`config.mk`:
```
export PLATFORM = sky130hd
export DESIGN_NAME = video_out
export DESIGN_NICKNAME = d
export VERILOG_FILES = /design/src/hw/card_cam_pkg.sv /design/src/hw/video_out.sv
export SDC_FILE = /design/constraint.sdc
export NUM_CORES = 1
export LEC_CHECK = 0
export BUFFER_PORTS_ARGS = -buffer_cell sky130_fd_sc_hd__buf_2
export CORE_MARGIN = 3
export CORE_UTILIZATION = 45
export CTS_BUF_LIST = sky130_fd_sc_hd__clkbuf_16
export CTS_CLUSTER_DIAMETER = 100
export DETAILED_ROUTE_END_ITERATION = 12
export PLACE_DENSITY = 0.7
export SLEW_MARGIN = 20
export SYNTH_ARGS = -nofsm -noshare
export SYNTH_HDL_FRONTEND = slang
export SYNTH_SLANG_ARGS = --single-unit
```
`constraint.sdc`:
```
create_clock -name clk_65mhz -period 2.8 [get_ports clk_65mhz]
set_input_delay 0 -clock clk_65mhz [delete_from_list [all_inputs] [get_ports clk_65mhz]]
set_output_delay 0 -clock clk_65mhz [all_outputs]
set_load 0.05 [all_outputs]
```
`src/hw/card_cam_pkg.sv`:
```
package card_cam_pkg;

  // 1024x768 @ 60 Hz, 65 MHz pixel clock
  localparam int H_ACTIVE = 1024;
  localparam int H_FP     = 24;
  localparam int H_SYNC   = 136;
  localparam int H_TOTAL  = 1344;

  localparam int V_ACTIVE = 768;
  localparam int V_FP     = 3;
  localparam int V_SYNC   = 6;
  localparam int V_TOTAL  = 806;

  localparam int HCOUNT_W = 11;
  localparam int VCOUNT_W = 10;

  // counters to registered vga pins
  localparam int VIDEO_LATENCY = 5;

  localparam logic [1:0] VIEW_CAMERA       = 2'd0;
  localparam logic [1:0] VIEW_MASK         = 2'd1;
  localparam logic [1:0] VIEW_CAMERA_CROSS = 2'd2;
  localparam logic [1:0] VIEW_MASK_CROSS   = 2'd3;

  localparam logic [11:0] CROSS_COLOR    = 12'h0F0;
  localparam logic [11:0] MASK_ON_COLOR  = 12'hFFF;
  localparam logic [11:0] MASK_OFF_COLOR = 12'h000;

  typedef struct packed {
    logic [4:0] r;
    logic [5:0] g;
    logic [4:0] b;
  } rgb565_t;

  typedef struct packed {
    logic [7:0] hi; // first byte off the camera
    logic [7:0] lo;
  } byte_pair_t;

  typedef union packed {
    rgb565_t    rgb;
    byte_pair_t bytes;
  } pixel565_t;

endpackage

```
`src/hw/video_out.sv`:
```
module video_out #(
  parameter int IMG_W = 320,
  parameter int IMG_H = 240,
  localparam int ADDR_W = $clog2(IMG_W * IMG_H)
) (
  input  logic                                clk_65mhz,
  input  logic                                sys_rst,
  input  logic [card_cam_pkg::HCOUNT_W-1:0]  hcount,
  input  logic [card_cam_pkg::VCOUNT_W-1:0]  vcount,
  input  logic                                hsync,
  input  logic                                vsync,
  input  logic                                blank,
  input  card_cam_pkg::pixel565_t             rd_pixel,
  input  logic [1:0]                          view_sel,
  input  logic [6:0]                          dark_level,
  input  logic [card_cam_pkg::HCOUNT_W-1:0]  com_x,
  input  logic [card_cam_pkg::VCOUNT_W-1:0]  com_y,
  output logic [ADDR_W-1:0]                   rd_addr,
  output logic [card_cam_pkg::HCOUNT_W-1:0]  mask_x,
  output logic [card_cam_pkg::VCOUNT_W-1:0]  mask_y,
  output logic                                mask_hit,
  output logic                                frame_start,
  output logic [3:0]                          vga_r,
  output logic [3:0]                          vga_g,
  output logic [3:0]                          vga_b,
  output logic                                vga_hs,
  output logic                                vga_vs
);

  import card_cam_pkg::*;

  logic [HCOUNT_W-1:0]      h_pipe [4]; // stages 1..4
  logic [VCOUNT_W-1:0]      v_pipe [4];
  logic [2:0]               in_pipe;    // stages 1..3
  logic [3:0]               blank_pipe; // stages 1..4
  logic [VIDEO_LATENCY-1:0] hs_pipe;
  logic [VIDEO_LATENCY-1:0] vs_pipe;
  pixel565_t                pixel_q;
  logic                     in_image_q;
  logic                     in_now;
  logic [6:0]               level;
  logic [11:0]              cam_color;
  logic [11:0]              mask_color;
  logic [11:0]              mux_color;
  logic                     on_cross;

  assign mask_x = h_pipe[3];
  assign mask_y = v_pipe[3];
  assign vga_hs = ~hs_pipe[VIDEO_LATENCY-1]; // active low at the pins
  assign vga_vs = ~vs_pipe[VIDEO_LATENCY-1];

  always_comb begin
    in_now = (hcount < HCOUNT_W'(IMG_W)) && (vcount < VCOUNT_W'(IMG_H));
    // darkness sum with green halved to match the 5-bit channels
    level = 7'(rd_pixel.rgb.r) + 7'(rd_pixel.rgb.g[5:1]) + 7'(rd_pixel.rgb.b);
    cam_color = in_image_q ?
                {pixel_q.rgb.r[4:1], pixel_q.rgb.g[5:2], pixel_q.rgb.b[4:1]} : 12'h000;
    mask_color = mask_hit ? MASK_ON_COLOR : MASK_OFF_COLOR;
    on_cross = (mask_x == com_x) || (mask_y == com_y);
    case (view_sel)
      VIEW_CAMERA:       mux_color = cam_color;
      VIEW_MASK:         mux_color = mask_color;
      VIEW_CAMERA_CROSS: mux_color = on_cross ? CROSS_COLOR : cam_color;
      VIEW_MASK_CROSS:   mux_color = on_cross ? CROSS_COLOR : mask_color;
      default:           mux_color = cam_color;
    endcase
  end

  // address and position pipeline
  always_ff @(posedge clk_65mhz) begin
    rd_addr   <= in_now ? ADDR_W'(vcount * IMG_W + hcount) : '0;
    h_pipe[0] <= hcount;
    v_pipe[0] <= vcount;
    for (int i = 1; i < 4; i++) begin
      h_pipe[i] <= h_pipe[i-1];
      v_pipe[i] <= v_pipe[i-1];
    end
    pixel_q <= rd_pixel; // stage 4 where ram data lands
  end

  always_ff @(posedge clk_65mhz) begin
    if (sys_rst) begin
      in_pipe     <= '0;
      blank_pipe  <= '1;
      hs_pipe     <= '0;
      vs_pipe     <= '0;
      in_image_q  <= 1'b0;
      mask_hit    <= 1'b0;
      frame_start <= 1'b0;
      vga_r       <= '0;
      vga_g       <= '0;
      vga_b       <= '0;
    end else begin
      in_pipe    <= {in_pipe[1:0], in_now};
      blank_pipe <= {blank_pipe[2:0], blank};
      hs_pipe    <= {hs_pipe[VIDEO_LATENCY-2:0], hsync};
      vs_pipe    <= {vs_pipe[VIDEO_LATENCY-2:0], vsync};

      // stage 4
      in_image_q  <= in_pipe[2];
      mask_hit    <= in_pipe[2] && (level < dark_level);
      frame_start <= (h_pipe[2] == '0) && (v_pipe[2] == '0);

      // stage 5 forces black during blanking
      vga_r <= blank_pipe[3] ? 4'h0 : mux_color[11:8];
      vga_g <= blank_pipe[3] ? 4'h0 : mux_color[7:4];
      vga_b <= blank_pipe[3] ? 4'h0 : mux_color[3:0];
    end
  end

endmodule

```
After elaboration in Yosys (flattened, before gate mapping)
Memories as Yosys holds them, arrays and structs flattened.
Index checks and enable logic that the tools add are counted.
{ "word_totals": {"regBits": 65, "mem_bits_rw": 84, "in_bits": 72, "output_inout_bits": 54, "elab_cells": 41, "n_memories": 2} }
{ "op_classes": {"add_sub_neg": 3, "multipliers": 1, "order_cmp": 3, "n_eq_ne": 5, "n_mux": 5, "bitwise": 2, "n_reduce_logical": 8} }
{ "memory_table": {"columns": ["memory", "depth", "word_bits", "read_ports", "rd_clocked_by_memory_dff", "write_ports", "line", "source"], "rows": [
  ["h_pipe", 4, 11, 4, 0, 4, "video_out.sv:32", "logic [HCOUNT_W-1:0] h_pipe [4];"],
  ["v_pipe", 4, 10, 4, 0, 4, "video_out.sv:33", "logic [VCOUNT_W-1:0] v_pipe [4];"]
]} }
{ "op_table": {"columns": ["operator", "n"], "rows": [
  ["$mux W12", 4],
  ["$pmux W12 S4", 1],
  ["$add A17 B11 Y17", 1],
  ["$eq A11 B11 Y1", 1],
  ["$logic_not A11 Y1", 1],
  ["$lt A11 B9 Y1 const B", 1],
  ["$mul A10 B3 Y11 const B", 1],
  ["$eq A10 B10 Y1", 1],
  ["$logic_not A10 Y1", 1],
  ["$lt A10 B8 Y1 const B", 1],
  ["$add A6 B5 Y7", 1],
  ["$lt A7 B7 Y1", 1],
  ["$add A5 B5 Y6", 1],
  ["$eq A2 B2 Y1 const B", 2],
  ["$logic_and A1 B1 Y1", 3],
  ["$eq A2 B1 Y1 const B", 1],
  ["$logic_not A2 Y1", 1],
  ["$not A1 Y1", 2],
  ["$reduce_or A2 Y1", 1],
  ["$logic_or A1 B1 Y1", 1]
]} }

Logic depth before layout (Yosys ltp)
An unclocked memory read counts as a cell.
{ "logic_depth": {"depth_word": 5, "mapped_depth": 11} }

Worst setup path before layout
OpenSTA, ideal clock, no wires.
{ "synth_timing": {"path_type": "input -> register", "from": "input port vcount[1] (netlist name)", "to": "register rd_addr[16]", "setup_time_ns": 0.122, "t_arrival_ns": 2.199, "t_required_ns": 2.678, "path_slack_ns": 0.479, "path_stages": 10, "path_cell_list": "ha_1 > ha_1 > fa_1 > ha_1 > o21a_1 > o31a_1 > o21ai_0 > and4bb_1 > nor3_1 > nor3b_2"} }
{ "synth_between": {"elab_chain_cells": 2, "word_cells_on_any_way": 4} }
{ "synth_rtl": {"columns": ["element", "line", "source"], "rows": [
  ["from (decl)", "video_out.sv:9", "input logic [card_cam_pkg::VCOUNT_W-1:0] vcount,"],
  ["$mul A10 B3 Y11 or $lt A10 B8 Y1 (tied branches)", "video_out.sv:71, video_out.sv:53", null],
  ["$add A17 B11 Y17 or $logic_and A1 B1 Y1 (tied branches)", "video_out.sv:71, video_out.sv:53", null],
  ["to (signal assigned)", "video_out.sv:71", "rd_addr <= in_now ? ADDR_W'(vcount * IMG_W + hcount) : '0;"],
  ["to (decl)", "video_out.sv:18", "output logic [ADDR_W-1:0] rd_addr,"]
]} }
Several ways; a longest one is shown, not always the timed one.
A chain may end at the register's enable or synchronous reset.

Worst setup path in the final report
Same ends and word-level chain as after synthesis.

==> key figures <==
Cells and area
  – Most frequent cells in the layout: 145 x dfxtp_1, 124 x buf_2, 40 x dlygate4sd3_1
  – Share of layout cells above drive strength 1: 29.4%
  – Commonest non-fill, non-tap cell in the layout: dfxtp_1
  – Fin nets: about 690
  – Synthesis-to-finish area growth: 37.4%
  – Fillers: 729
  – Area of the multi-input gates: 1770 um2
  – Register area: around 2900 um2
  – ANT cells: 0

Logic synthesis
  – Ys Warns: 0
  – Synth async-reset ratio: 0%
  – Seq/Total Area, Yosys: 60.8%
  – Ys flop type: dfxtp_1
  – Net Count, Synth: 507
  – Synth area leaders: dfxtp_1 61%, ha_1 8.1%, xnor2_1 3.9%, fa_1 3.4%, nor2_1 2.8%
  – Syn_area_per_cell: 12.1 um2
  – Post-synth cell types: 44
  – Yosys top cell by area: dfxtp_1
  – Area share of the largest cell type after synthesis: approximately 61%
  – Synthesized flop and latch total: 145
  – Number of flops mapped to enable cells by yosys: 0
  – Syn Std Cell Area: 4770 um2
  – Post-synthesis cell count: 396

Timing
  – Max Transition Viols Final: 0
  – Tmin final: 2.70 ns
  – Final Hold Viols: 0
  – Final setup fails: 0
  – Rel. slew slack: 67.1%
  – Slew @ Worst Pin: 0.493 ns
  – Max Fclk: 0.370 GHz
  – Period utilisation layout: 96.5%
  – Final Skew: 0.00975 ns
  – Setup slack after layout: roughly 0.097 ns

Run
  – Max Cap Viol: 0

Place
  – Port Buffers: 124
  – Post-DP HPWL: 6590 um
  – Place WS: 0.165 ns
  – GPL Wtd Cong: about 0.85

Global route
  – Overflow after GRT: 0
  – Initial antenna violation count: 0
  – Global Route Usage Sum: between 10% and 20%
  – Number of global-route vias before repair: about 3500
  – Largest net degree at the start of global routing: 22
  – First-pass GRT wire length: 15500 um

Critical path
  – Worst r2r path cells: 6
  – Critical path class: input pin to register
  – Worst Setup EP: rd_addr[16]
  – CP required: 3.07 ns
  – CP arrival: 2.98 ns
  – Reg-to-reg startpoint: h_pipe[3][8]
  – Reg2reg setup slack: 1.34 ns
  – RR Endpoint: vga_b[0]
  – Critical path fanouts, max: 4
  – Critical path launch point: vcount[1]
  – CP Launch Type: input pin
  – Worst setup EP type: register

Min path
  – HP Class: input pin to register
  – Worst Hold Launch: dark_level[6]

Floorplan
  – Die ar.: between 10000 and 15000 um2
  – CORE AREA: 10000 um2
  – Initial Util: 47.5%
  – Die X-Extent: 109 um
  – Cell Rows: 36
  – Chip height: 109 um
  – IO Pins: 126

Clock tree
  – Clock sink total: 145
  – Clock Path Buffers: 2
  – TritonCTS buffer count: 17
  – CTS tree: built
  – Clock slew at reported path FFs: approximately 0.060 ns
  – Post-CTS Setup Inserts: 0
  – H-tree Lvls: 4
  – Root buffer selected by CTS: clkbuf_16
  – Clk Latency, worst-skew pair: roughly 0.4 ns

Power
  – Clock share of power: between 40 and 50%
  – Pwr/cell area: 765 nW/um2
  – Static leakage: 3.04 nW
  – Peak supply drop: 0.556 mV
  – Power Total: 5.02 mW
  – Reg power frac: 43.5%
  – Switch share: 26.0%
  – Net switching power: 1.31 mW
  – Pint: 3.71 mW
  – Comb pwr share: 12.8%

Route
  – DRT iter0 DRCs: 118
  – Via density: 4.60
  – Residual DRC count: 0
  – Final wirelength: 9550 um
  – Avg WL per Cell: 13.2 um
  – Via Count: 3323
  – First-pass DRT Iterations: 4
  – Routed Antenna Nets: 0

Outcome
  – Status: completed
-- per-layer routing --
layer	global-route usage, %	part of all wire [%]
met5	0	0
met4	7.12	1.9
met3	4.50	5.0
met2	29.1	50
met1	19.6	43
-- final cells by class --
type                       count  area share, %
sequential                   145           44.3
multi-input combinational    222           27.0
timing repair buffer         165           15.7
clock buffer                  17           6.49
clock inverter                15           2.54
tap                          133           2.54
inverter                      25           1.43
-- state kept, by name, indices dropped and copies added (netlist names), 5 cells and up --
name     cells
h_pipe      44
v_pipe      40
rd_addr     17
pixel_q     12
hs_pipe      5
vs_pipe      5
-- power by group through the flow --
stage	clock (mW)	sequential (mW)	combinational, mW
6_report	2.19	2.18	0.644
5_1_grt	2.32	2.19	0.714
4_1_cts	2.22	2.18	0.635
3_5_place_dp	0	2.23	0.585
3_3_place_gp	0	2.22	0.577
2_1_floorplan	0	2.29	0.355
-- synthesized netlist by cell type, types with 8 or more instances --
cell type / number
nor2b_1: 16
nor2_1: 35
inv_1: 25
ha_1: 31
a21oi_1: 10
xnor2_1: 21
dfxtp_1: 145
xor2_1: 11
fa_1: 8
-- critical path, cell delays in order --
cell and delay, ns:
dlygate4sd3_1 0.54, buf_2 0.15, ha_1 0.30, ha_1 0.24, fa_1 0.45, ha_1 0.33
o21a_1 0.12, o31a_1 0.13, o21ai_2 0.16, and4bb_1 0.25, nor3_1 0.24, nor3b_2 0.07
-- per-stage QoR --
stage	setup TNS [ns]	cell area (um2)	util (%)	hold slack, ns	instances
finish	0	6560	65.3	0.116	722
global route	-0.0220	6560	65.3	0.140	722
CTS	0	6540	65.1	0.104	722
detailed placement	0	5550	55.3	0.114	650
global placement	0	5550	55.3	0.117	650
floorplan	0	4770	-	0.0277	396
-- logic make-up (layout without fill, tap and decap cells) --
logic type,after synthesis,count (layout),synth area share [%]
flops,145,145,60.8
fa+ha+maj,39,39,11.5
compound gates,48,48,7.32
xor+xnor,32,32,5.87
buf+inv,29,222,2.28
simple gates,103,103,12.2
-- worst min-delay path by stage --
stage,end,depth (start not counted)
floorplan,h_pipe[0][0],0
global placement,h_pipe[0][2],1
detailed placement,h_pipe[0][2],1
CTS,mask_hit,4
global route,mask_hit,4
finish,mask_hit,4
-- what timing repair did --
action,4_1_cts,5_1_grt
hold endpoints to repair,61,0
gates resized for setup,0,3
endpoints found under the setup margin,0,1
hold buffers,40,0
No activity file was read; power rests on OpenSTA's default activity.
