## src/hw/card_cam_pkg.sv

```systemverilog
package card_cam_pkg;

  // 1024x768 @ 60 Hz, 65 MHz pixel clock
  localparam int H_ACTIVE = 1024;
  localparam int H_FP     = 24;
  localparam int H_SYNC   = 136;
  localparam int H_TOTAL  = 1344;

  localparam int V_ACTIVE = 768;
  localparam int V_FP     = 3;
  localparam int V_SYNC   = 6;
  localparam int V_TOTAL  = 806;

  localparam int HCOUNT_W = 11;
  localparam int VCOUNT_W = 10;

  // counters to registered vga pins
  localparam int VIDEO_LATENCY = 5;

  localparam logic [1:0] VIEW_CAMERA       = 2'd0;
  localparam logic [1:0] VIEW_MASK         = 2'd1;
  localparam logic [1:0] VIEW_CAMERA_CROSS = 2'd2;
  localparam logic [1:0] VIEW_MASK_CROSS   = 2'd3;

  localparam logic [11:0] CROSS_COLOR    = 12'h0F0;
  localparam logic [11:0] MASK_ON_COLOR  = 12'hFFF;
  localparam logic [11:0] MASK_OFF_COLOR = 12'h000;

  typedef struct packed {
    logic [4:0] r;
    logic [5:0] g;
    logic [4:0] b;
  } rgb565_t;

  typedef struct packed {
    logic [7:0] hi; // first byte off the camera
    logic [7:0] lo;
  } byte_pair_t;

  typedef union packed {
    rgb565_t    rgb;
    byte_pair_t bytes;
  } pixel565_t;

endpackage

```

## src/hw/vga_timing.sv

```systemverilog
module vga_timing (
  input  logic                                clk_65mhz,
  input  logic                                sys_rst,
  output logic [card_cam_pkg::HCOUNT_W-1:0]  hcount,
  output logic [card_cam_pkg::VCOUNT_W-1:0]  vcount,
  output logic                                hsync,
  output logic                                vsync,
  output logic                                blank
);

  import card_cam_pkg::*;

  localparam int HS_START = H_ACTIVE + H_FP;
  localparam int VS_START = V_ACTIVE + V_FP;

  logic h_last;
  logic v_last;

  assign h_last = (hcount == HCOUNT_W'(H_TOTAL - 1));
  assign v_last = (vcount == VCOUNT_W'(V_TOTAL - 1));

  always_ff @(posedge clk_65mhz) begin
    if (sys_rst) begin
      hcount <= '0;
      vcount <= '0;
    end else begin
      hcount <= h_last ? '0 : hcount + 1'b1;
      if (h_last) begin
        vcount <= v_last ? '0 : vcount + 1'b1; // next line at end of row
      end
    end
  end

  // decoded straight from the counters, same cycle
  always_comb begin
    hsync = (hcount >= HCOUNT_W'(HS_START)) && (hcount < HCOUNT_W'(HS_START + H_SYNC));
    vsync = (vcount >= VCOUNT_W'(VS_START)) && (vcount < VCOUNT_W'(VS_START + V_SYNC));
    blank = (hcount >= HCOUNT_W'(H_ACTIVE)) || (vcount >= VCOUNT_W'(V_ACTIVE));
  end

endmodule

```

## config.mk

```make
export PLATFORM = sky130hd
export DESIGN_NAME = vga_timing
export DESIGN_NICKNAME = d
export VERILOG_FILES = /design/src/hw/card_cam_pkg.sv /design/src/hw/vga_timing.sv
export SDC_FILE = /design/constraint.sdc
export NUM_CORES = 1
export LEC_CHECK = 0
export ABC_AREA = 0
export BUFFER_PORTS_ARGS = -buffer_cell sky130_fd_sc_hd__buf_2
export CORE_ASPECT_RATIO = 2
export CORE_UTILIZATION = 30
export CTS_BUF_LIST = sky130_fd_sc_hd__clkbuf_4 sky130_fd_sc_hd__clkbuf_8
export DETAILED_ROUTE_END_ITERATION = 6
export PLACE_DENSITY = 0.52
export SLEW_MARGIN = 25
export SYNTH_ARGS = -nofsm -noshare
export SYNTH_HDL_FRONTEND = slang
export SYNTH_SLANG_ARGS = --single-unit
```

## constraint.sdc

```tcl
create_clock -name clk_65mhz -period 3.4 [get_ports clk_65mhz]
set_clock_uncertainty 0.1 [all_clocks]
set_input_delay 0.17 -clock clk_65mhz [delete_from_list [all_inputs] [get_ports clk_65mhz]]
set_output_delay 0.17 -clock clk_65mhz [all_outputs]
set_load 0.03 [all_outputs]
```

[Word level (Yosys, flattened, before mapping)]
Cells that the tools add are included.
Storage, ports and cells
  output and inout bits: 24
  bits in read-only memories: 0
  logic and storage cells: 17
  RAM bits: 0
  memories: 0
  bits in latches: 0
  flip-flop bits (word level): 21
  input bits: 2
Cells by class
  multipliers: 0
  bitwise gates (word level): 0
  equality and inequality tests: 2
  add/subtract/negate cells: 2
  multiplexer cells: 1
  shifts and indexed selects: 0
  magnitude comparators: 6
  div/mod/pow operators: 0
  reductions and logical operators: 4
Operators by type and width (count)
  >= comparator 11 bit, second input constant: 2
  >= comparator 10 bit, second input constant: 2
  adder 11 x 1 -> 11 bit, second input constant: 1
  equality test 11 bit, second input constant: 1
  less-than comparator 11 bit, second input constant: 1
  adder 10 x 1 -> 10 bit, second input constant: 1
  equality test 10 bit, second input constant: 1
  less-than comparator 10 bit, second input constant: 1
  two-way mux 10 bit: 1
  logical AND 1 bit: 2
  OR reduction 2 bit: 1
  logical OR 1 bit: 1

[Longest topological paths before layout]
Gate-level depths: netlist (run 1).
  word-level depth: 2
  depth in mapped cells: 6
  depth with buffers taken out: 6

[Least setup slack after synthesis (run 1)]
No wires, ideal clock.
  kind: register -> register
  start point: reg hcount[0] (netlist name)
  end point: reg vcount[3] (netlist name)
  path buffers: 1
  stages on the path, launching flop included: 7
  path slack: 1.160 ns
  clock period less this slack: 2.240 ns
  required time: 3.229 ns
  arrival time: 2.070 ns
  library setup time: 0.071 ns
  cell sequence: dfxtp_1 ha_1 nand4b_1 or4_1 clkbuf_2 or3_1 a21oi_1
Between the ends
  word-level cells in the longest chain between the ends: 1
RTL lines
  start, declared: line vga_timing.sv:4  | output logic [card_cam_pkg::HCOUNT_W-1:0] hcount,
  start signal, assigned: line vga_timing.sv:27  | hcount <= h_last ? '0 : hcount + 1'b1;
  equality test 11 bit: line vga_timing.sv:19  | assign h_last = (hcount == HCOUNT_W'(H_TOTAL - 1));
  end signal, assigned: line vga_timing.sv:29  | vcount <= v_last ? '0 : vcount + 1'b1;
  end, declared: line vga_timing.sv:5  | output logic [card_cam_pkg::VCOUNT_W-1:0] vcount,
No other way between the ends.
A chain may end at the register's enable or synchronous reset.

[Worst setup path after layout (run 1)]
  start point: reg hcount[0] (netlist name)
  end point: reg vcount[8] (netlist name)
The elaborated chain is that of the path after synthesis.

==> impl_metrics.ini, run 1 <==
[synth]
yosysMostFrequentCell = dfxtp_1
synth_top_cell_area_share = 0.401
ys_seq_elements = 21
synth.largest_area_cell = dfxtp_1
synth.distinct_cells = 28
syn_nets = 136
ys.flop_type = dfxtp_1
seq_area_frac_synth = 0.401
ys_warn_count = 0
synthTopCellsByArea = dfxtp_1 (40%), ha_1 (6.0%), xnor2_1 (5.8%)
syn_area_um2 = 1050
netlist_top_cells_count = dfxtp_1 (21), nor2_1 (16), a21oi_1 (10), nand2_1 (10)
async_flop_share = 0
synth_area_per_cell_um2 = 8.13
synthCells = 129
synth_edf_count = 0

[sta]
slew_headroom = 0.658
period_minus_slack_ps = 2170
tns_ps = 0
timing_hold_violations_final = 0
slew_violations = 0
setup_viol = 0
tightestPinTransition_ps = 511
fmax_mhz = 461
hold_ws_ps = 55.5
grt_setup_unrepaired = no
timing.final.crit_share = 0.639

[run_status]
violations = DRC
status = finished, violations left

[clocking]
cts_tree = yes
cts_hold_buf = 0
cts_resized = 0
clock-root-buffer = clkbuf_8
cts-buffers-inserted = 3
cts_setup_buffers = 0
h-tree-depth = 1
cts.sinks = 21
clock_latency_ps = 260
clk_pin_slew_ps = 80
clockBufferDepth = 2

[run]
drv_cap = 0

[finish]
multi_input_area_um2 = 586
diodes = 0
layout.area.seq_um2 = 420
n_fill_cell = 361
synthToLayoutAreaGrowth_pct = 18.9
final_nets = 162
drive_above_1_share = 0.195
fin_util = 0.369

[floorplan]
rows = 30
start_util = 0.310
ios = 26
core_area_um2 = 3380
die_area_um2 = 3750
dieHeight_um = 85.6
die_w_um = 43.8

[worst_setup_path]
start_kind = flip-flop
crit_path_end_kind = flip-flop
rr_worst_depth = 5
critical_path_peak_fanout = 7
arrival_ps = 2270
required_ps = 3490
crit_type = reg2reg

[global_route]
track_usage = 0.141
overflow = 0
grt_pass1_wl_mm = 4.12
first_global_vias = 962
antenna_found_initial = 0
grt_max_degree = 12

[placed_design]
hpwlAfterDp_mm = 1.79
io_buffers = 25
gp_congestion = 0.748

[min_path]
hold_depth = 2
hold_class = in2reg

[drt]
dr.first_iter.drc_count = 21
viasPerCell = 5.27
drt_pass1_iterations = 6
wl_mm = 2.37
drc = 1
wl_per_cell_um = 12.7
vias = 980
ant_nets = 0

[power]
power_per_cell_area_nw_per_um2 = 360
p_leak_nw = 0.481
vdd.ir_drop.worst_mv = 0.221
totalPowerFinal_uw = 449
logic make-up (layout without fill, tap and decap cells):
family | Yosys count | in the layout | synth area share
fa+ha+maj | 5 | 5 | 0.0597
simple gates | 60 | 60 | 0.302
xor+xnor | 10 | 10 | 0.0835
buf+inv | 11 | 36 | 0.0406
compound gates | 22 | 22 | 0.113
flops | 21 | 21 | 0.401
where the power goes:
group          switching (mW)  internal [mW]
Sequential            0.00432          0.249
Clock                  0.0838         0.0916
Combinational          0.0146        0.00614
Total                   0.103          0.346
final cells by class:
type / instances / share of cell area
Clock buffer: 4 / 0.0392
Inverter: 7 / 0.0211
Multi-Input combinational cell: 97 / 0.470
Sequential cell: 21 / 0.337
Tap cell: 32 / 0.0321
Timing Repair Buffer: 25 / 0.100
worst paths after layout:
| kind | from | endpoint | slack [ps] |
|---|---|---|---|
| worst min-delay path | sys_rst | hcount[2] | 60 |
| worst min register to register | hcount[0] | hcount[0] | 400 |
| worst max register to register | hcount[0] | vcount[8] | 1230 |
| worst max-delay path | hcount[0] | vcount[8] | 1230 |
critical path, cell delays in order, from the launching register on:
cell      delay [ps]
dfxtp_1          410
ha_1             260
nand4b_1         180
or4_1            670
or3_1            350
a21oi_1          140
per-stage QoR:
stage | instance area [um2] | worst slack [ps] | cells
global route | 1250 | 1060 | 186
CTS | 1250 | 1210 | 186
detailed placement | 1200 | 1240 | 182
floorplan | 1050 | 1160 | 129
finish | 1250 | 1230 | 186
global placement | 1200 | 1290 | 182
sequential cells by signal, summed over array words and instances (netlist names):
signal	flops
hcount	11
vcount	10
metal layers:
layer	track usage	share of wire
met1	0.162	0.44
met2	0.246	0.49
met3	0.0189	0.041
met4	0.0710	0.029
met5	0	0
placed cells by master (no fill, tap or decap), types with 4 or more instances in the layout:
cell type / netlist / routed
buf_2: 0 / 25
dfxtp_1: 21 / 21
nor2_1: 16 / 16
nand2_1: 10 / 10
a21oi_1: 10 / 10
o21ai_0: 8 / 8
or3_1: 8 / 8
inv_1: 7 / 7
nand3_1: 7 / 7
xnor2_1: 7 / 7
ha_1: 5 / 5
nor3_1: 4 / 4
Note: power is estimated with default switching activity, not from simulation.
==> inputs of run 2 (changes only) <==
- ABC_AREA: 0 -> 1
- PLACE_DENSITY: 0.52 -> 0.51
- clock period: 3.4 -> 2.2 ns (I/O delays scaled with it)
==> run 2 against run 1 <==
Against the previous run:
- clock power rose by 47%
- synthesized area increased by 16%
- the flow now finishes without violations
- critical path depth is 4 higher
- final cell count increased by 40%
- largest cell class unchanged
- via count increased by 18%
- wire length is 15% higher
- non-clock buffer count is 1 higher
- first-iteration DRC count shrank 9.5%
- combinational power is 80% higher
- clock-buffer cell count unchanged
- worst setup slack got worse by 790 ps
==> impl_metrics.ini, run 2 <==
[run_status]
status = finished clean

[synth]
ys_warn_count = 0
syn_area_um2 = 1210
synth-simple-area-share = 0.365
synth.largest_area_cell = dfxtp_1
synth.distinct_cells = 23
ys.flop_type = dfxtp_1
synth_fa_ha_area_frac = 0.0517
async_flop_share = 0
yosysMostFrequentCell = nand2_1
synthCells = 184
syn_nets = 191
yosys.area_share.xor_xnor = 0.0217
synth_edf_count = 0
ys_seq_elements = 21
synth_area_per_cell_um2 = 6.58
synth_top_cell_area_share = 0.347
netlist_top_cells_count = nand2_1 (39), nor2_1 (30), inv_1 (28)
seq_area_frac_synth = 0.347
synth_compound_area_frac = 0.101
synthTopCellsByArea = dfxtp_1 (35%), nand2_1 (12%), nor2_1 (9.3%)
synth.area.mux_share = 0
synth_top_family_by_area = simple AND/OR/NAND/NOR gates

[floorplan]
ios = 26
die_w_um = 46.9
core_area_um2 = 3840
rows = 32
start_util = 0.315
dieHeight_um = 91.9
die_area_um2 = 4310

[drt]
drc = 0
wl_mm = 2.73
vias = 1157
dr.first_iter.drc_count = 19
wl_per_cell_um = 10.5
viasPerCell = 4.43
drt_pass1_iterations = 4
ant_nets = 0

[worst_setup_path]
required_ps = 2290
critical_path_peak_fanout = 12
start_kind = flip-flop
crit_type = reg2reg
crit_path_end_kind = flip-flop
arrival_ps = 1860
rr_worst_depth = 9
regToRegSetupSlack_ps = 440

[global_route]
antenna_found_initial = 0
first_global_vias = 1042
grt_pass1_wl_mm = 4.42
overflow = 0
grt_max_degree = 15
track_usage = 0.140

[finish]
reg_top3 = hcount x11, vcount x10
regMostFlops = hcount
final_nets = 218
largest_register_ffs = 11
drive_above_1_share = 0.190
layout_commonest_cell = nand2_1
instances_no_fill = 261
diodes = 0
synthToLayoutAreaGrowth_pct = 17.8
finalInstanceArea_um2 = 1430
final_cell_mix = nand2_1 (39), nor2_1 (30), inv_1 (28)

[sta]
timing.final.crit_share = 0.800
timing_hold_violations_final = 0
setup_viol = 0
slew_violations = 0
grt_setup_unrepaired = no
tns_ps = 0
period_minus_slack_ps = 1760
tightestPinTransition_ps = 484
fmax_mhz = 568
slew_headroom = 0.677

[run]
drv_cap = 0

[clocking]
h-tree-depth = 1
cts-buffers-inserted = 3
clk_pin_slew_ps = 70
cts_resized = 0
clock_latency_ps = 250
clock-root-buffer = clkbuf_8
cts.sinks = 21
cts_tree = yes
clockBufferDepth = 2

[placed_design]
gp_congestion = 0.762
hpwlAfterDp_mm = 2.25
io_buffers = 25
placed_area_um2 = 1370
place_inst = 256

[power]
p_leak_nw = 0.658
vdd.ir_drop.worst_mv = 0.348
power_per_cell_area_nw_per_um2 = 479
totalPowerFinal_uw = 683

[min_path]
hold_depth = 1
hold_class = reg2reg
## run 2: cell types whose count changed in the layout (fill, tap and decap cells not counted), sizes merged, moves of 4 or more
cell,before,now
a21oi,10,14
inv,7,28
nand2,10,43
nand3,7,18
nor2,16,33
or3,9,0
xnor2,7,0
## run 2: timing repair
| action | in CTS | in global routing |
|---|---|---|
| hold buffers | 1 | 0 |
| hold endpoints to repair | 2 | 0 |
| buffers inserted | 0 | 0 |
## run 2: final cells by class
| type | count | area, um2 |
|---|---|---|
| flip-flops and latches | 21 | 420 |
| clock buffers | 4 | 48.8 |
| multi-input cells | 131 | 653 |
| repair buffers | 26 | 135 |
| fillers | 445 | 2420 |
| inverters | 28 | 105 |
| well taps | 51 | 63.8 |
## run 2: per-stage QoR
step	utilization	hold WS, ps	setup WS, ps
global route	0.371	437	232
detailed placement	0.356	236	410
finish	0.371	386	440
floorplan	-	79.1	547
CTS	0.371	395	385
global placement	0.356	234	427
## run 2: critical path, stage by stage, from the launching register on
cell	delay (ps)
dfxtp_1	400
ha_1	210
nand2_1	70
inv_1	100
nand3_2	90
nor2_2	390
nand2_1	140
nand2_1	80
nand2_1	40
nor2_1	70
## run 2: final timing paths
| path | startpoint | end |
|---|---|---|
| worst max-delay path | hcount[0] | vcount[9] |
| worst min register to register | hcount[0] | hcount[0] |
| worst max register to register | hcount[0] | vcount[9] |
| worst min-delay path | hcount[0] | hcount[0] |
## run 2: layer usage
metal  global-route usage  routed length [um]
met1                0.141                1100
met2                0.263                1540
met4               0.0643                  36
met5                    0                   0
met3               0.0118                  56
## run 2: cell families after synthesis
group,after synthesis
buf+inv,32
simple gates,100
flops,21
compound gates,23
fa+ha+maj,5
xor+xnor,3
## run 2: where the power goes
group          internal [mW]  switching (mW)
Combinational         0.0114          0.0258
Clock                  0.141           0.116
Sequential             0.384         0.00489
