===== src/hw/card_cam_pkg.sv =====
package card_cam_pkg;

  // 1024x768 @ 60 Hz, 65 MHz pixel clock
  localparam int H_ACTIVE = 1024;
  localparam int H_FP     = 24;
  localparam int H_SYNC   = 136;
  localparam int H_TOTAL  = 1344;

  localparam int V_ACTIVE = 768;
  localparam int V_FP     = 3;
  localparam int V_SYNC   = 6;
  localparam int V_TOTAL  = 806;

  localparam int HCOUNT_W = 11;
  localparam int VCOUNT_W = 10;

  // counters to registered vga pins
  localparam int VIDEO_LATENCY = 5;

  localparam logic [1:0] VIEW_CAMERA       = 2'd0;
  localparam logic [1:0] VIEW_MASK         = 2'd1;
  localparam logic [1:0] VIEW_CAMERA_CROSS = 2'd2;
  localparam logic [1:0] VIEW_MASK_CROSS   = 2'd3;

  localparam logic [11:0] CROSS_COLOR    = 12'h0F0;
  localparam logic [11:0] MASK_ON_COLOR  = 12'hFFF;
  localparam logic [11:0] MASK_OFF_COLOR = 12'h000;

  typedef struct packed {
    logic [4:0] r;
    logic [5:0] g;
    logic [4:0] b;
  } rgb565_t;

  typedef struct packed {
    logic [7:0] hi; // first byte off the camera
    logic [7:0] lo;
  } byte_pair_t;

  typedef union packed {
    rgb565_t    rgb;
    byte_pair_t bytes;
  } pixel565_t;

endpackage


===== src/hw/cam_capture.sv =====
module cam_capture #(
  parameter int IMG_W = 320,
  parameter int IMG_H = 240,
  localparam int ADDR_W = $clog2(IMG_W * IMG_H)
) (
  input  logic                     clk_65mhz,
  input  logic                     sys_rst,
  input  logic                     cam_pclk,
  input  logic                     cam_href,
  input  logic                     cam_vsync,
  input  logic [7:0]               cam_data,
  output logic                     wr_en,
  output logic [ADDR_W-1:0]        wr_addr,
  output card_cam_pkg::pixel565_t  wr_pixel,
  output logic                     frame_done
);

  logic [1:0] pclk_sync;
  logic [1:0] href_sync;
  logic [1:0] vsync_sync;
  logic [7:0] data_meta;
  logic [7:0] data_sync;
  logic       pclk_prev;
  logic       vsync_prev;
  logic       pclk_rise;
  logic       byte_phase; // low while waiting for the high byte
  logic [7:0] hi_byte;

  // two flops per camera line, data delayed the same as pclk
  always_ff @(posedge clk_65mhz) begin
    pclk_sync  <= {pclk_sync[0], cam_pclk};
    href_sync  <= {href_sync[0], cam_href};
    vsync_sync <= {vsync_sync[0], cam_vsync};
    data_meta  <= cam_data;
    data_sync  <= data_meta;
  end

  assign pclk_rise = pclk_sync[1] & ~pclk_prev;

  always_ff @(posedge clk_65mhz) begin
    if (sys_rst) begin
      pclk_prev  <= 1'b0;
      vsync_prev <= 1'b0;
      byte_phase <= 1'b0;
      wr_en      <= 1'b0;
      wr_addr    <= '0;
      frame_done <= 1'b0;
    end else begin
      pclk_prev  <= pclk_sync[1];
      vsync_prev <= vsync_sync[1];
      frame_done <= vsync_sync[1] & ~vsync_prev;
      wr_en      <= 1'b0;
      if (vsync_sync[1]) begin
        // between frames, rewind to pixel 0
        byte_phase <= 1'b0;
        wr_addr    <= '0;
      end else begin
        if (wr_en) wr_addr <= wr_addr + 1'b1; // advance after each write
        if (pclk_rise && href_sync[1]) begin
          byte_phase <= ~byte_phase;
          wr_en      <= byte_phase; // second byte completes the pixel
        end
      end
    end
  end

  always_ff @(posedge clk_65mhz) begin
    if (pclk_rise && href_sync[1]) begin
      if (!byte_phase) begin
        hi_byte <= data_sync;
      end else begin
        wr_pixel.bytes.hi <= hi_byte;
        wr_pixel.bytes.lo <= data_sync;
      end
    end
  end

endmodule


===== config.mk =====
export PLATFORM = sky130hd
export DESIGN_NAME = cam_capture
export DESIGN_NICKNAME = d
export VERILOG_FILES = /design/src/hw/card_cam_pkg.sv /design/src/hw/cam_capture.sv
export SDC_FILE = /design/constraint.sdc
export NUM_CORES = 1
export LEC_CHECK = 0
export BUFFER_PORTS_ARGS = -buffer_cell sky130_fd_sc_hd__clkbuf_2
export CAP_MARGIN = 10
export CORE_UTILIZATION = 35
export DETAILED_ROUTE_END_ITERATION = 8
export GPL_TIMING_DRIVEN = 1
export PLACE_DENSITY = 0.56
export SYNTH_ARGS = -nofsm -noshare
export SYNTH_HDL_FRONTEND = slang
export SYNTH_SLANG_ARGS = --single-unit

===== constraint.sdc =====
create_clock -name clk_65mhz -period 1.8 [get_ports clk_65mhz]
set_input_delay 0 -clock clk_65mhz [delete_from_list [all_inputs] [get_ports clk_65mhz]]
set_output_delay 0 -clock clk_65mhz [all_outputs]
set_load 0.02 [all_outputs]

# Word-level counts from Yosys, hierarchy flattened
# Cells that the tools add are included.
dict set report op_classes {
  n_addsub 1
  bitwise 6
  n_reduce_logical 5
}
# cell count
set ops {}
lappend ops {{$add 17x1->17 const B} 1}
lappend ops {{$not 1->1} 4}
lappend ops {{$reduce_and 2->1} 2}
lappend ops {{$reduce_or 3->1} 1}
lappend ops {{$and 1x1->1} 2}
lappend ops {{$reduce_or 2->1} 1}
lappend ops {{$logic_and 1x1->1} 1}
dict set report word_totals {
  ff_bits 68
  output_inout_bits 35
}

# Longest topological paths before layout
# Gate-level depths: netlist (run 1).
dict set report logic_depth {
  depth_word 5
  ltp_mapped 5
  depth_no_buf 5
}

# Least setup slack after synthesis (run 1)
# OpenSTA, ideal clock, no wires.
dict set report synth_timing {
  path_kind {flip-flop to flip-flop}
  from {register wr_addr[7]}
  to {register wr_addr[16]}
  setup_time_ns 0.070
  arrival_ns 1.720
  setup_slack_ns 0.010
  stages_incl_launch_ff 5
  n_path_buf 0
  synth_period_minus_slack_ns 1.790
  path_cell_list {dfxtp_1 > nand4_2 > or4_4 > or4_1 > a21oi_1}
}
dict set report synth_between {
  elab_chain_cells 1
}
# item line
set synth_lines {}
lappend synth_lines {{start: declaration} cam_capture.sv:13} ;# output logic [ADDR_W-1:0] wr_addr,
lappend synth_lines {{start signal: assignment} cam_capture.sv:58} ;# if (wr_en) wr_addr <= wr_addr + 1'b1;
lappend synth_lines {{$add 17x1->17} cam_capture.sv:58}
# No other way between the ends.
# A chain may end at the register's enable or synchronous reset.

# Final worst setup path (run 1)
dict set report layout_timing {
  from {register wr_addr[9]}
  to {register wr_addr[16]}
}
# Same word-level chain as after synthesis.

==> impl_metrics.json, run 1 <==
{
  "wl_per_cell_um": 11.6,
  "finalCoreUtilization_pct": 50.0,
  "fin_tns_setup_ns": 0,
  "placed_area_sq_um": 2500,
  "syn-instance-count": 151,
  "fin_skew_ns": 0.00399,
  "dp_hpwl_mm": 2.34,
  "synthFlopType": "dfxtp_1",
  "clockBufferDepth": 2,
  "critPathMaxFanout": 5,
  "p_switching_mw": 0.581,
  "worst_slew_pin_slew_ns": 0.316,
  "grt_pass1_wl_mm": 5.74,
  "drt-vias-per-instance": 4.34,
  "drt_pass1_iterations": 4,
  "cts_root_buf": "clkbuf_8",
  "core_sq_um": 5640,
  "status": "complete, no violations",
  "relSlewSlack_pct": 78.9,
  "layout-area-overhead-vs-synth_pct": 34.8,
  "fmax_ghz": 0.604,
  "cts_sinks": 68,
  "p_per_area_nw_per_um2": 1070,
  "wl_mm": 3.55,
  "combPwrFrac_pct": 2.2,
  "cp_slowest_cell": "or4_4",
  "yosysTopAreaCellShare_pct": 42.1,
  "grt_max_degree": 19,
  "fin_crit_ns": 1.66,
  "start_util_pct": 37.1,
  "cts_setup_buffers": 0,
  "setup_viol": 0,
  "clk_pin_slew_worst_paths_ns": 0.07,
  "p_int_mw": 2.43,
  "timing.hold.ws_ns": 0.307,
  "cap_viol_max_count": 0,
  "h-tree-depth": 3,
  "synth_edf_count": 24,
  "p_clk_share_pct": 43.4,
  "fill_cells": 490,
  "placement.io_buffers": 47,
  "syn_area_per_cell_sq_um": 13.9,
  "critPathCaptureType": "flip-flop",
  "drive_above_1_share_pct": 33.8,
  "rows": 27,
  "crit_path_start_kind": "flip-flop",
  "synth-seq-cells": 68,
  "cts_tree": "done",
  "slew_violations": 0,
  "worstSkewPairLatency_ns": 0.33,
  "synth_cell_types": 31,
  "yosys_warnings": 0,
  "leakagePower_nw": 1.11,
  "path_class": "flip-flop to flip-flop",
  "seqCellArea_sq_um": 1600,
  "p_seq_share_pct": 54.4,
  "grt_usage_pct": 12.7,
  "worst_path_largest_cell_delay_ns": 0.54,
  "synth.most_common_cell": "dfxtp_1",
  "crit_buf_inv": 0,
  "synth_top_cell_by_area": "dfxtp_1",
  "num_vias": 1329,
  "yosysSeqAreaShare_pct": 76.5,
  "drtIter0Drc": 27,
  "die_h_um": 79.3,
  "io_pins": 48,
  "hold_path.class": "primary input to flip-flop",
  "crit_family": "simple AND/OR/NAND/NOR gates",
  "overflow": 0,
  "yosys-top-cells-count": "dfxtp_1, edfxtp_1, nor2_1",
  "postSynth.asyncResetShare_pct": 0,
  "antenna_found_initial": 0,
  "grt_pass1_vias": 1292,
  "ir_worst_vdd_uv": 598,
  "required_ns": 2.06,
  "grt_setup_unrepaired": "no",
  "num-nets-final": 244,
  "syn_area_sq_um": 2090,
  "yosys-top-cells-area": "dfxtp_1, edfxtp_1, nor2_1",
  "worstPathArrival_ns": 1.92,
  "switching_share_pct": 19.3,
  "multiInputGateArea_sq_um": 464,
  "synth_nets": 165,
  "cp_cell_sequence": "nand4_2 -> or4_4 -> or4_1 -> a21oi_1",
  "period_share_pct": 92.1,
  "die_x_um": 79.3,
  "gp_congestion": 0.746,
  "n_antenna_cell": 0,
  "ant_nets": 0,
  "drc": 0,
  "hold_violations": 0,
  "cts_buffers": 9,
  "dieArea_sq_um": 6290,
  "final_area_sq_um": 2820
}
[logic make-up (layout without fill, tap and decap cells)]
| logic type | after synthesis | after routing | share of synthesized area, % |
|---|---|---|---|
| DFF | 68 | 68 | 76.5 |
| xor gates and xnor gates | 10 | 10 | 4.18 |
| muxes | 1 | 1 | 0.478 |
| adders and majority gates | 1 | 1 | 0.598 |
| buffers and inverters | 7 | 90 | 1.31 |
| AOI/OAI and AO/OA | 13 | 13 | 3.47 |
| and+or+nand+nor | 51 | 51 | 13.4 |
[cell usage in the layout, fill, tap and decap left out, types with 4 or more instances in the layout]
cell / count
o21ai_0: 4
edfxtp_1: 24
clkbuf_2: 47
dlygate4sd3_1: 12
clkbuf_8: 9
buf_4: 12
nand2_1: 8
xor2_1: 6
nor2_1: 14
inv_1: 4
dfxtp_1: 43
nand3_1: 5
xnor2_1: 4
a21oi_1: 6
[metal layers]
metal	GRT usage (%)	vias to the layer above	routed length [um]
met1	14.0	601	1610
li1	-	691	-
met4	7.64	0	70
met5	0	-	0
met3	5.29	7	171
met2	20.3	30	1700
[flip-flops by register name (all words and copies together) (netlist names)]
signal / count
pclk_prev: 1
frame_done: 1
data_meta: 8
data_sync: 8
byte_phase: 1
hi_byte: 8
wr_en: 1
vsync_sync: 2
pclk_sync: 2
wr_addr: 17
href_sync: 2
vsync_prev: 1
wr_pixel: 16
[repair_timing]
| item | in CTS | in global routing |
|---|---|---|
| endpoints found under the hold margin | 14 | 0 |
| gates resized for setup | 0 | 1 |
| endpoints found under the setup margin | 0 | 1 |
| hold buffers | 12 | 0 |
[per-stage QoR]
stage / total power [mW] / instances / worst slack (ns)
after floorplan: 1.69 / 151 / 0.00956
after global placement: 1.72 / 279 / 0.158
after detailed placement: 1.72 / 279 / 0.123
after CTS: 3.05 / 306 / 0.105
after global routing: 3.12 / 306 / 0.0379
final: 3.01 / 306 / 0.143
[worst reg2reg max path: stages (launching register included)]
cell and delay, ns:
dfxtp_2 0.36, nand4_2 0.13, or4_4 0.54, or4_1 0.41, a21oi_1 0.15
[final cells by class]
| type | count | area share (%) |
|---|---|---|
| inverter | 4 | 0.532 |
| tap | 72 | 3.19 |
| timing repair buffer | 71 | 15.8 |
| clock inverter | 5 | 2.75 |
| multi-input combinational | 76 | 16.4 |
| sequential | 68 | 56.8 |
| clock buffer | 10 | 4.52 |
[power groups by stage]
stage	Clock, mW	Sequential [mW]	Combinational [mW]
4_1_cts	1.35	1.64	0.0663
2_1_floorplan	0	1.68	0.0173
6_report	1.31	1.64	0.0654
3_5_place_dp	0	1.68	0.0460
5_1_grt	1.41	1.64	0.0710
3_3_place_gp	0	1.67	0.0457
[worst paths after layout]
kind | to | cells past startpoint | from | slack (ns)
hold / removal | data_meta[4] | 2 | cam_data[4] | 0.31
setup reg to reg | wr_addr[16] | 4 | wr_addr[9] | 0.14
hold reg to reg | data_sync[5] | 0 | data_meta[5] | 0.33
setup / recovery | wr_addr[16] | 4 | wr_addr[9] | 0.14
Note: power is estimated with default switching activity, not from simulation.
==> run 2: changes to the inputs <==
--- a/config.mk
+++ b/config.mk
@@ -7,7 +7,9 @@
 export LEC_CHECK = 0
 export BUFFER_PORTS_ARGS = -buffer_cell sky130_fd_sc_hd__clkbuf_2
 export CAP_MARGIN = 10
+export CORE_MARGIN = 2
 export CORE_UTILIZATION = 35
+export CTS_BUF_LIST = sky130_fd_sc_hd__clkbuf_4 sky130_fd_sc_hd__clkbuf_8
 export DETAILED_ROUTE_END_ITERATION = 8
 export GPL_TIMING_DRIVEN = 1
 export PLACE_DENSITY = 0.56
==> impl_metrics.json, run 2 (synthesized netlist as in run 1, its figures left out) <==
{
  "path_class": "flip-flop to flip-flop",
  "cp_slowest_cell": "or4_4",
  "worst_path_largest_cell_delay_ns": 0.55,
  "cts_tree": "done",
  "largest_reg_flops": 17,
  "worst_slack_ns": 0.111,
  "ant_nets": 0,
  "required_ns": 2.06,
  "finalCoreUtilization_pct": 48.2,
  "fin_tns_setup_ns": 0,
  "pre_cts_slack_ns": 0.0737,
  "fin_skew_ns": 0.00925,
  "r2r_start": "wr_addr[9]",
  "leakagePower_nw": 1.11,
  "worstSkewPairLatency_ns": 0.33,
  "grt_max_degree": 19,
  "grt_pass1_wl_mm": 5.94,
  "p_int_mw": 2.34,
  "crit_family": "simple AND/OR/NAND/NOR gates",
  "reg2reg_depth": 4,
  "hold_depth": 2,
  "switching_share_pct": 20.2,
  "power_mw": 2.93,
  "placement.io_buffers": 47,
  "dieArea_sq_um": 6620,
  "rows": 28,
  "fin_cells": 310,
  "relSlewSlack_pct": 80.4,
  "start_util_pct": 35.8,
  "drtIter0Drc": 44,
  "core_sq_um": 5850,
  "antenna_found_initial": 0,
  "rrSetupSlack_ns": 0.11,
  "fmax_ghz": 0.592,
  "n_antenna_cell": 0,
  "critPathMaxFanout": 5,
  "place_inst": 282,
  "cts_root_buf": "clkbuf_8",
  "ir_worst_vdd_uv": 384,
  "critPathCaptureType": "flip-flop",
  "wl_mm": 3.61,
  "clk_pin_slew_worst_paths_ns": 0.07,
  "dp_hpwl_mm": 2.45,
  "drt_pass1_iterations": 4,
  "worst_slew_pin_slew_ns": 0.293,
  "die_x_um": 81.3,
  "combPwrFrac_pct": 2.3,
  "drive_above_1_share_pct": 34.5,
  "min_to": "data_meta[1]",
  "p_per_area_nw_per_um2": 1040,
  "cts_sinks": 68,
  "overflow": 0,
  "status": "complete, no violations",
  "p_clk_share_pct": 41.8,
  "drc": 0,
  "layout_common_cells": "clkbuf_2, dfxtp_1, edfxtp_1",
  "num_vias": 1354,
  "final_common_cell": "clkbuf_2",
  "timing.hold.ws_ns": 0.303,
  "cp_cell_sequence": "nand4_2 -> or4_4 -> or4_1 -> a21oi_1",
  "worstPathArrival_ns": 1.95,
  "drt-vias-per-instance": 4.37,
  "crit_buf_inv": 0,
  "hold_violations": 0,
  "cap_viol_max_count": 0,
  "clockBufferDepth": 2,
  "grt_pass1_vias": 1296,
  "r2r-end": "wr_addr[16]",
  "cts_buffers": 9,
  "num-nets-final": 244,
  "layout-area-overhead-vs-synth_pct": 34.8,
  "p_seq_share_pct": 55.9,
  "setup_viol": 0,
  "crit_path_start_kind": "flip-flop",
  "reg_top3": "wr_addr: 17 flops, wr_pixel: 16 flops",
  "die_h_um": 81.3,
  "slew_violations": 0,
  "fin_crit_ns": 1.69,
  "wl_per_cell_um": 11.6,
  "grt_usage_pct": 12.5,
  "hp-start": "cam_data[1]",
  "io_pins": 48,
  "gp_congestion": 0.814,
  "placed_area_sq_um": 2500,
  "p_switching_mw": 0.593,
  "largest-register": "wr_addr",
  "cts_setup_buffers": 0,
  "grt_setup_unrepaired": "no",
  "final_area_sq_um": 2820,
  "h-tree-depth": 3,
  "hold_path.class": "primary input to flip-flop",
  "period_share_pct": 93.8
}
-- run 2: timing repair --
item / 4_1_cts / 5_1_grt
gates resized for setup: 0 / 1
setup endpoints to repair: 0 / 2
endpoints found under the hold margin: 15 / 0
hold buffers: 12 / 0
-- run 2: power by group through the flow --
stage / clock, mW / combinational, mW / sequential [mW]
floorplan: 0 / 0.0173 / 1.68
global placement: 0 / 0.0454 / 1.67
detailed placement: 0 / 0.0465 / 1.68
CTS: 1.27 / 0.0672 / 1.64
global route: 1.35 / 0.0734 / 1.64
finish: 1.23 / 0.0661 / 1.64
-- run 2: worst max-delay path by stage --
stage,startpoint,endpoint,slack [ns],cells past startpoint
after CTS,wr_addr[9],wr_addr[16],0.06,4
final,wr_addr[9],wr_addr[16],0.11,4
after detailed placement,wr_addr[9],wr_addr[16],0.07,4
after global routing,wr_addr[9],wr_addr[16],0.005,4
after global placement,wr_addr[9],wr_addr[16],0.15,4
after floorplan,wr_addr[7],wr_addr[16],0.01,4
-- run 2: area by class of cell --
type                    instances  area (sq um)
well taps                      75          93.8
clock buffers                  11           139
repair buffers                 71           445
inverters                       4          15.0
multi-input cells              76           464
flip-flops and latches         68          1600
fillers                       532          3030
clock inverters                 5          62.6
-- run 2: per-layer routing --
layer	vias up	global-route usage (%)	share of wire, %
li1	692	-	-
met1	614	15.0	46
met2	44	18.5	45
met3	4	6.11	8.0
met4	0	6.10	0.78
met5	-	0	0
==> run 3: changes to the inputs <==
--- a/config.mk
+++ b/config.mk
@@ -12,7 +12,9 @@
 export CTS_BUF_LIST = sky130_fd_sc_hd__clkbuf_4 sky130_fd_sc_hd__clkbuf_8
 export DETAILED_ROUTE_END_ITERATION = 8
 export GPL_TIMING_DRIVEN = 1
+export HOLD_SLACK_MARGIN = 0.08
 export PLACE_DENSITY = 0.56
+export RECOVER_POWER = 100
 export SYNTH_ARGS = -nofsm -noshare
 export SYNTH_HDL_FRONTEND = slang
 export SYNTH_SLANG_ARGS = --single-unit
==> impl_metrics.json, run 3 (synthesized netlist as in run 1, its figures left out) <==
{
  "switching_share_pct": 20.2,
  "fin_cells": 310,
  "path_class": "flip-flop to flip-flop",
  "drt-vias-per-instance": 4.35,
  "largest-register": "wr_addr",
  "grt_pass1_vias": 1296,
  "num-nets-final": 244,
  "reg2reg_depth": 4,
  "grt_use_met3_pct": 6.11,
  "grt_max_degree": 19,
  "clockBufferDepth": 2,
  "layout-area-overhead-vs-synth_pct": 32.1,
  "io_pins": 48,
  "slew_violations": 0,
  "p_switching_mw": 0.593,
  "place_inst": 282,
  "r2r-end": "wr_addr[16]",
  "period_share_pct": 93.8,
  "worstPathArrival_ns": 1.95,
  "ir_worst_vdd_uv": 384,
  "start_util_pct": 35.8,
  "cap_viol_max_count": 0,
  "p_int_mw": 2.34,
  "busiest_layer": "met2",
  "critPathCaptureType": "flip-flop",
  "final_common_cell": "dfxtp_1",
  "critPathMaxFanout": 5,
  "hold_depth": 2,
  "cts_sinks": 68,
  "leakagePower_nw": 0.981,
  "multiInputGateArea_sq_um": 464,
  "h-tree-depth": 3,
  "fill_cells": 560,
  "status": "complete, no violations",
  "overflow": 0,
  "clk_pin_slew_worst_paths_ns": 0.07,
  "setup_viol": 0,
  "worst_slew_pin_slew_ns": 0.486,
  "pre_cts_slack_ns": 0.0737,
  "cts_buffers": 9,
  "dieArea_sq_um": 6620,
  "min_to": "data_meta[1]",
  "gp_congestion": 0.814,
  "cts_tree": "done",
  "hp-start": "cam_data[1]",
  "drtIter0Drc": 37,
  "seqCellArea_sq_um": 1600,
  "p_per_area_nw_per_um2": 1060,
  "cts_setup_buffers": 0,
  "worst_slack_ns": 0.111,
  "fmax_ghz": 0.592,
  "r2r_start": "wr_addr[9]",
  "fin_skew_ns": 0.00919,
  "rrSetupSlack_ns": 0.11,
  "dp_hpwl_mm": 2.45,
  "layout_common_cells": "dfxtp_1, clkbuf_1, edfxtp_1",
  "placement.io_buffers": 47,
  "use_met1_pct": 15.0,
  "die_x_um": 81.3,
  "wl_per_cell_um": 11.7,
  "relSlewSlack_pct": 67.6,
  "required_ns": 2.06,
  "final_area_sq_um": 2770,
  "reg_top3": "wr_addr: 17 flops, wr_pixel: 16 flops",
  "drive_above_1_share_pct": 18.3,
  "p_clk_share_pct": 41.9,
  "num_vias": 1350,
  "worstSkewPairLatency_ns": 0.33,
  "placed_area_sq_um": 2500,
  "worst_path_largest_cell_delay_ns": 0.55,
  "wl_mm": 3.62,
  "use_met2_pct": 18.5,
  "n_antenna_cell": 0,
  "finalCoreUtilization_pct": 47.3,
  "cp_slowest_cell": "or4_4",
  "largest_reg_flops": 17,
  "crit_path_start_kind": "flip-flop",
  "die_h_um": 81.3,
  "grt_pass1_wl_mm": 5.94,
  "fin_crit_ns": 1.69,
  "fin_tns_setup_ns": 0,
  "combPwrFrac_pct": 2.2,
  "ant_nets": 0,
  "core_sq_um": 5850,
  "hold_path.class": "primary input to flip-flop",
  "grt_setup_unrepaired": "no",
  "drt_pass1_iterations": 4,
  "antenna_found_initial": 0,
  "p_seq_share_pct": 55.9,
  "grt_usage_pct": 12.5,
  "hold_violations": 0,
  "cts_root_buf": "clkbuf_8",
  "drc": 0,
  "cp_cell_sequence": "nand4_2 -> or4_4 -> or4_1 -> a21oi_1",
  "rows": 28
}
## run 3: worst max-delay path by stage
stage,start,endpoint
floorplan,wr_addr[7],wr_addr[16]
global route,wr_addr[9],wr_addr[16]
finish,wr_addr[9],wr_addr[16]
detailed placement,wr_addr[9],wr_addr[16]
global placement,wr_addr[9],wr_addr[16]
CTS,wr_addr[9],wr_addr[16]
## run 3: final cells by class
class	count	share of cell area (%)
sequential	68	58.0
inverter	4	0.543
timing repair buffer	71	14.0
clock buffer	11	5.02
multi-input combinational	76	16.8
tap	75	3.39
clock inverter	5	2.26
## run 3: power groups by stage
stage / Combinational [mW] / Sequential, mW / Clock [mW]
CTS: 0.0672 / 1.64 / 1.27
global route: 0.0713 / 1.64 / 1.35
detailed placement: 0.0465 / 1.68 / 0
global placement: 0.0454 / 1.67 / 0
floorplan: 0.0173 / 1.68 / 0
finish: 0.0641 / 1.64 / 1.23
## run 3: stage by stage
step	power, mW	hold WS [ns]
final	2.93	0.303
after floorplan	1.69	0.0277
after detailed placement	1.72	0.105
after global placement	1.72	0.103
after CTS	2.98	0.285
after global routing	3.06	0.286
## run 3: worst max-delay path, delay by kind of cell (launching register included)
| kind | cells | cell delay, ns |
|---|---|---|
| AO/OA/AOI/OAI | 1 | 0.16 |
| flip-flops | 1 | 0.37 |
| AND/OR/NAND/NOR | 3 | 1.10 |
## run 3: what timing repair did
item | in CTS | in global routing
endpoints found under the setup margin | 0 | 2
resized for setup | 0 | 1
hold buffers | 12 | 0
hold endpoints to repair | 15 | 0
## run 3: metal layers
metal  wire [um]  share of wire (%)  vias to the layer above
li1            -                  -                      691
met1        1680                 46                      610
met2        1620                 45                       42
met3         281                7.8                        7
met4          36                1.0                        0
met5           0                  0                        -
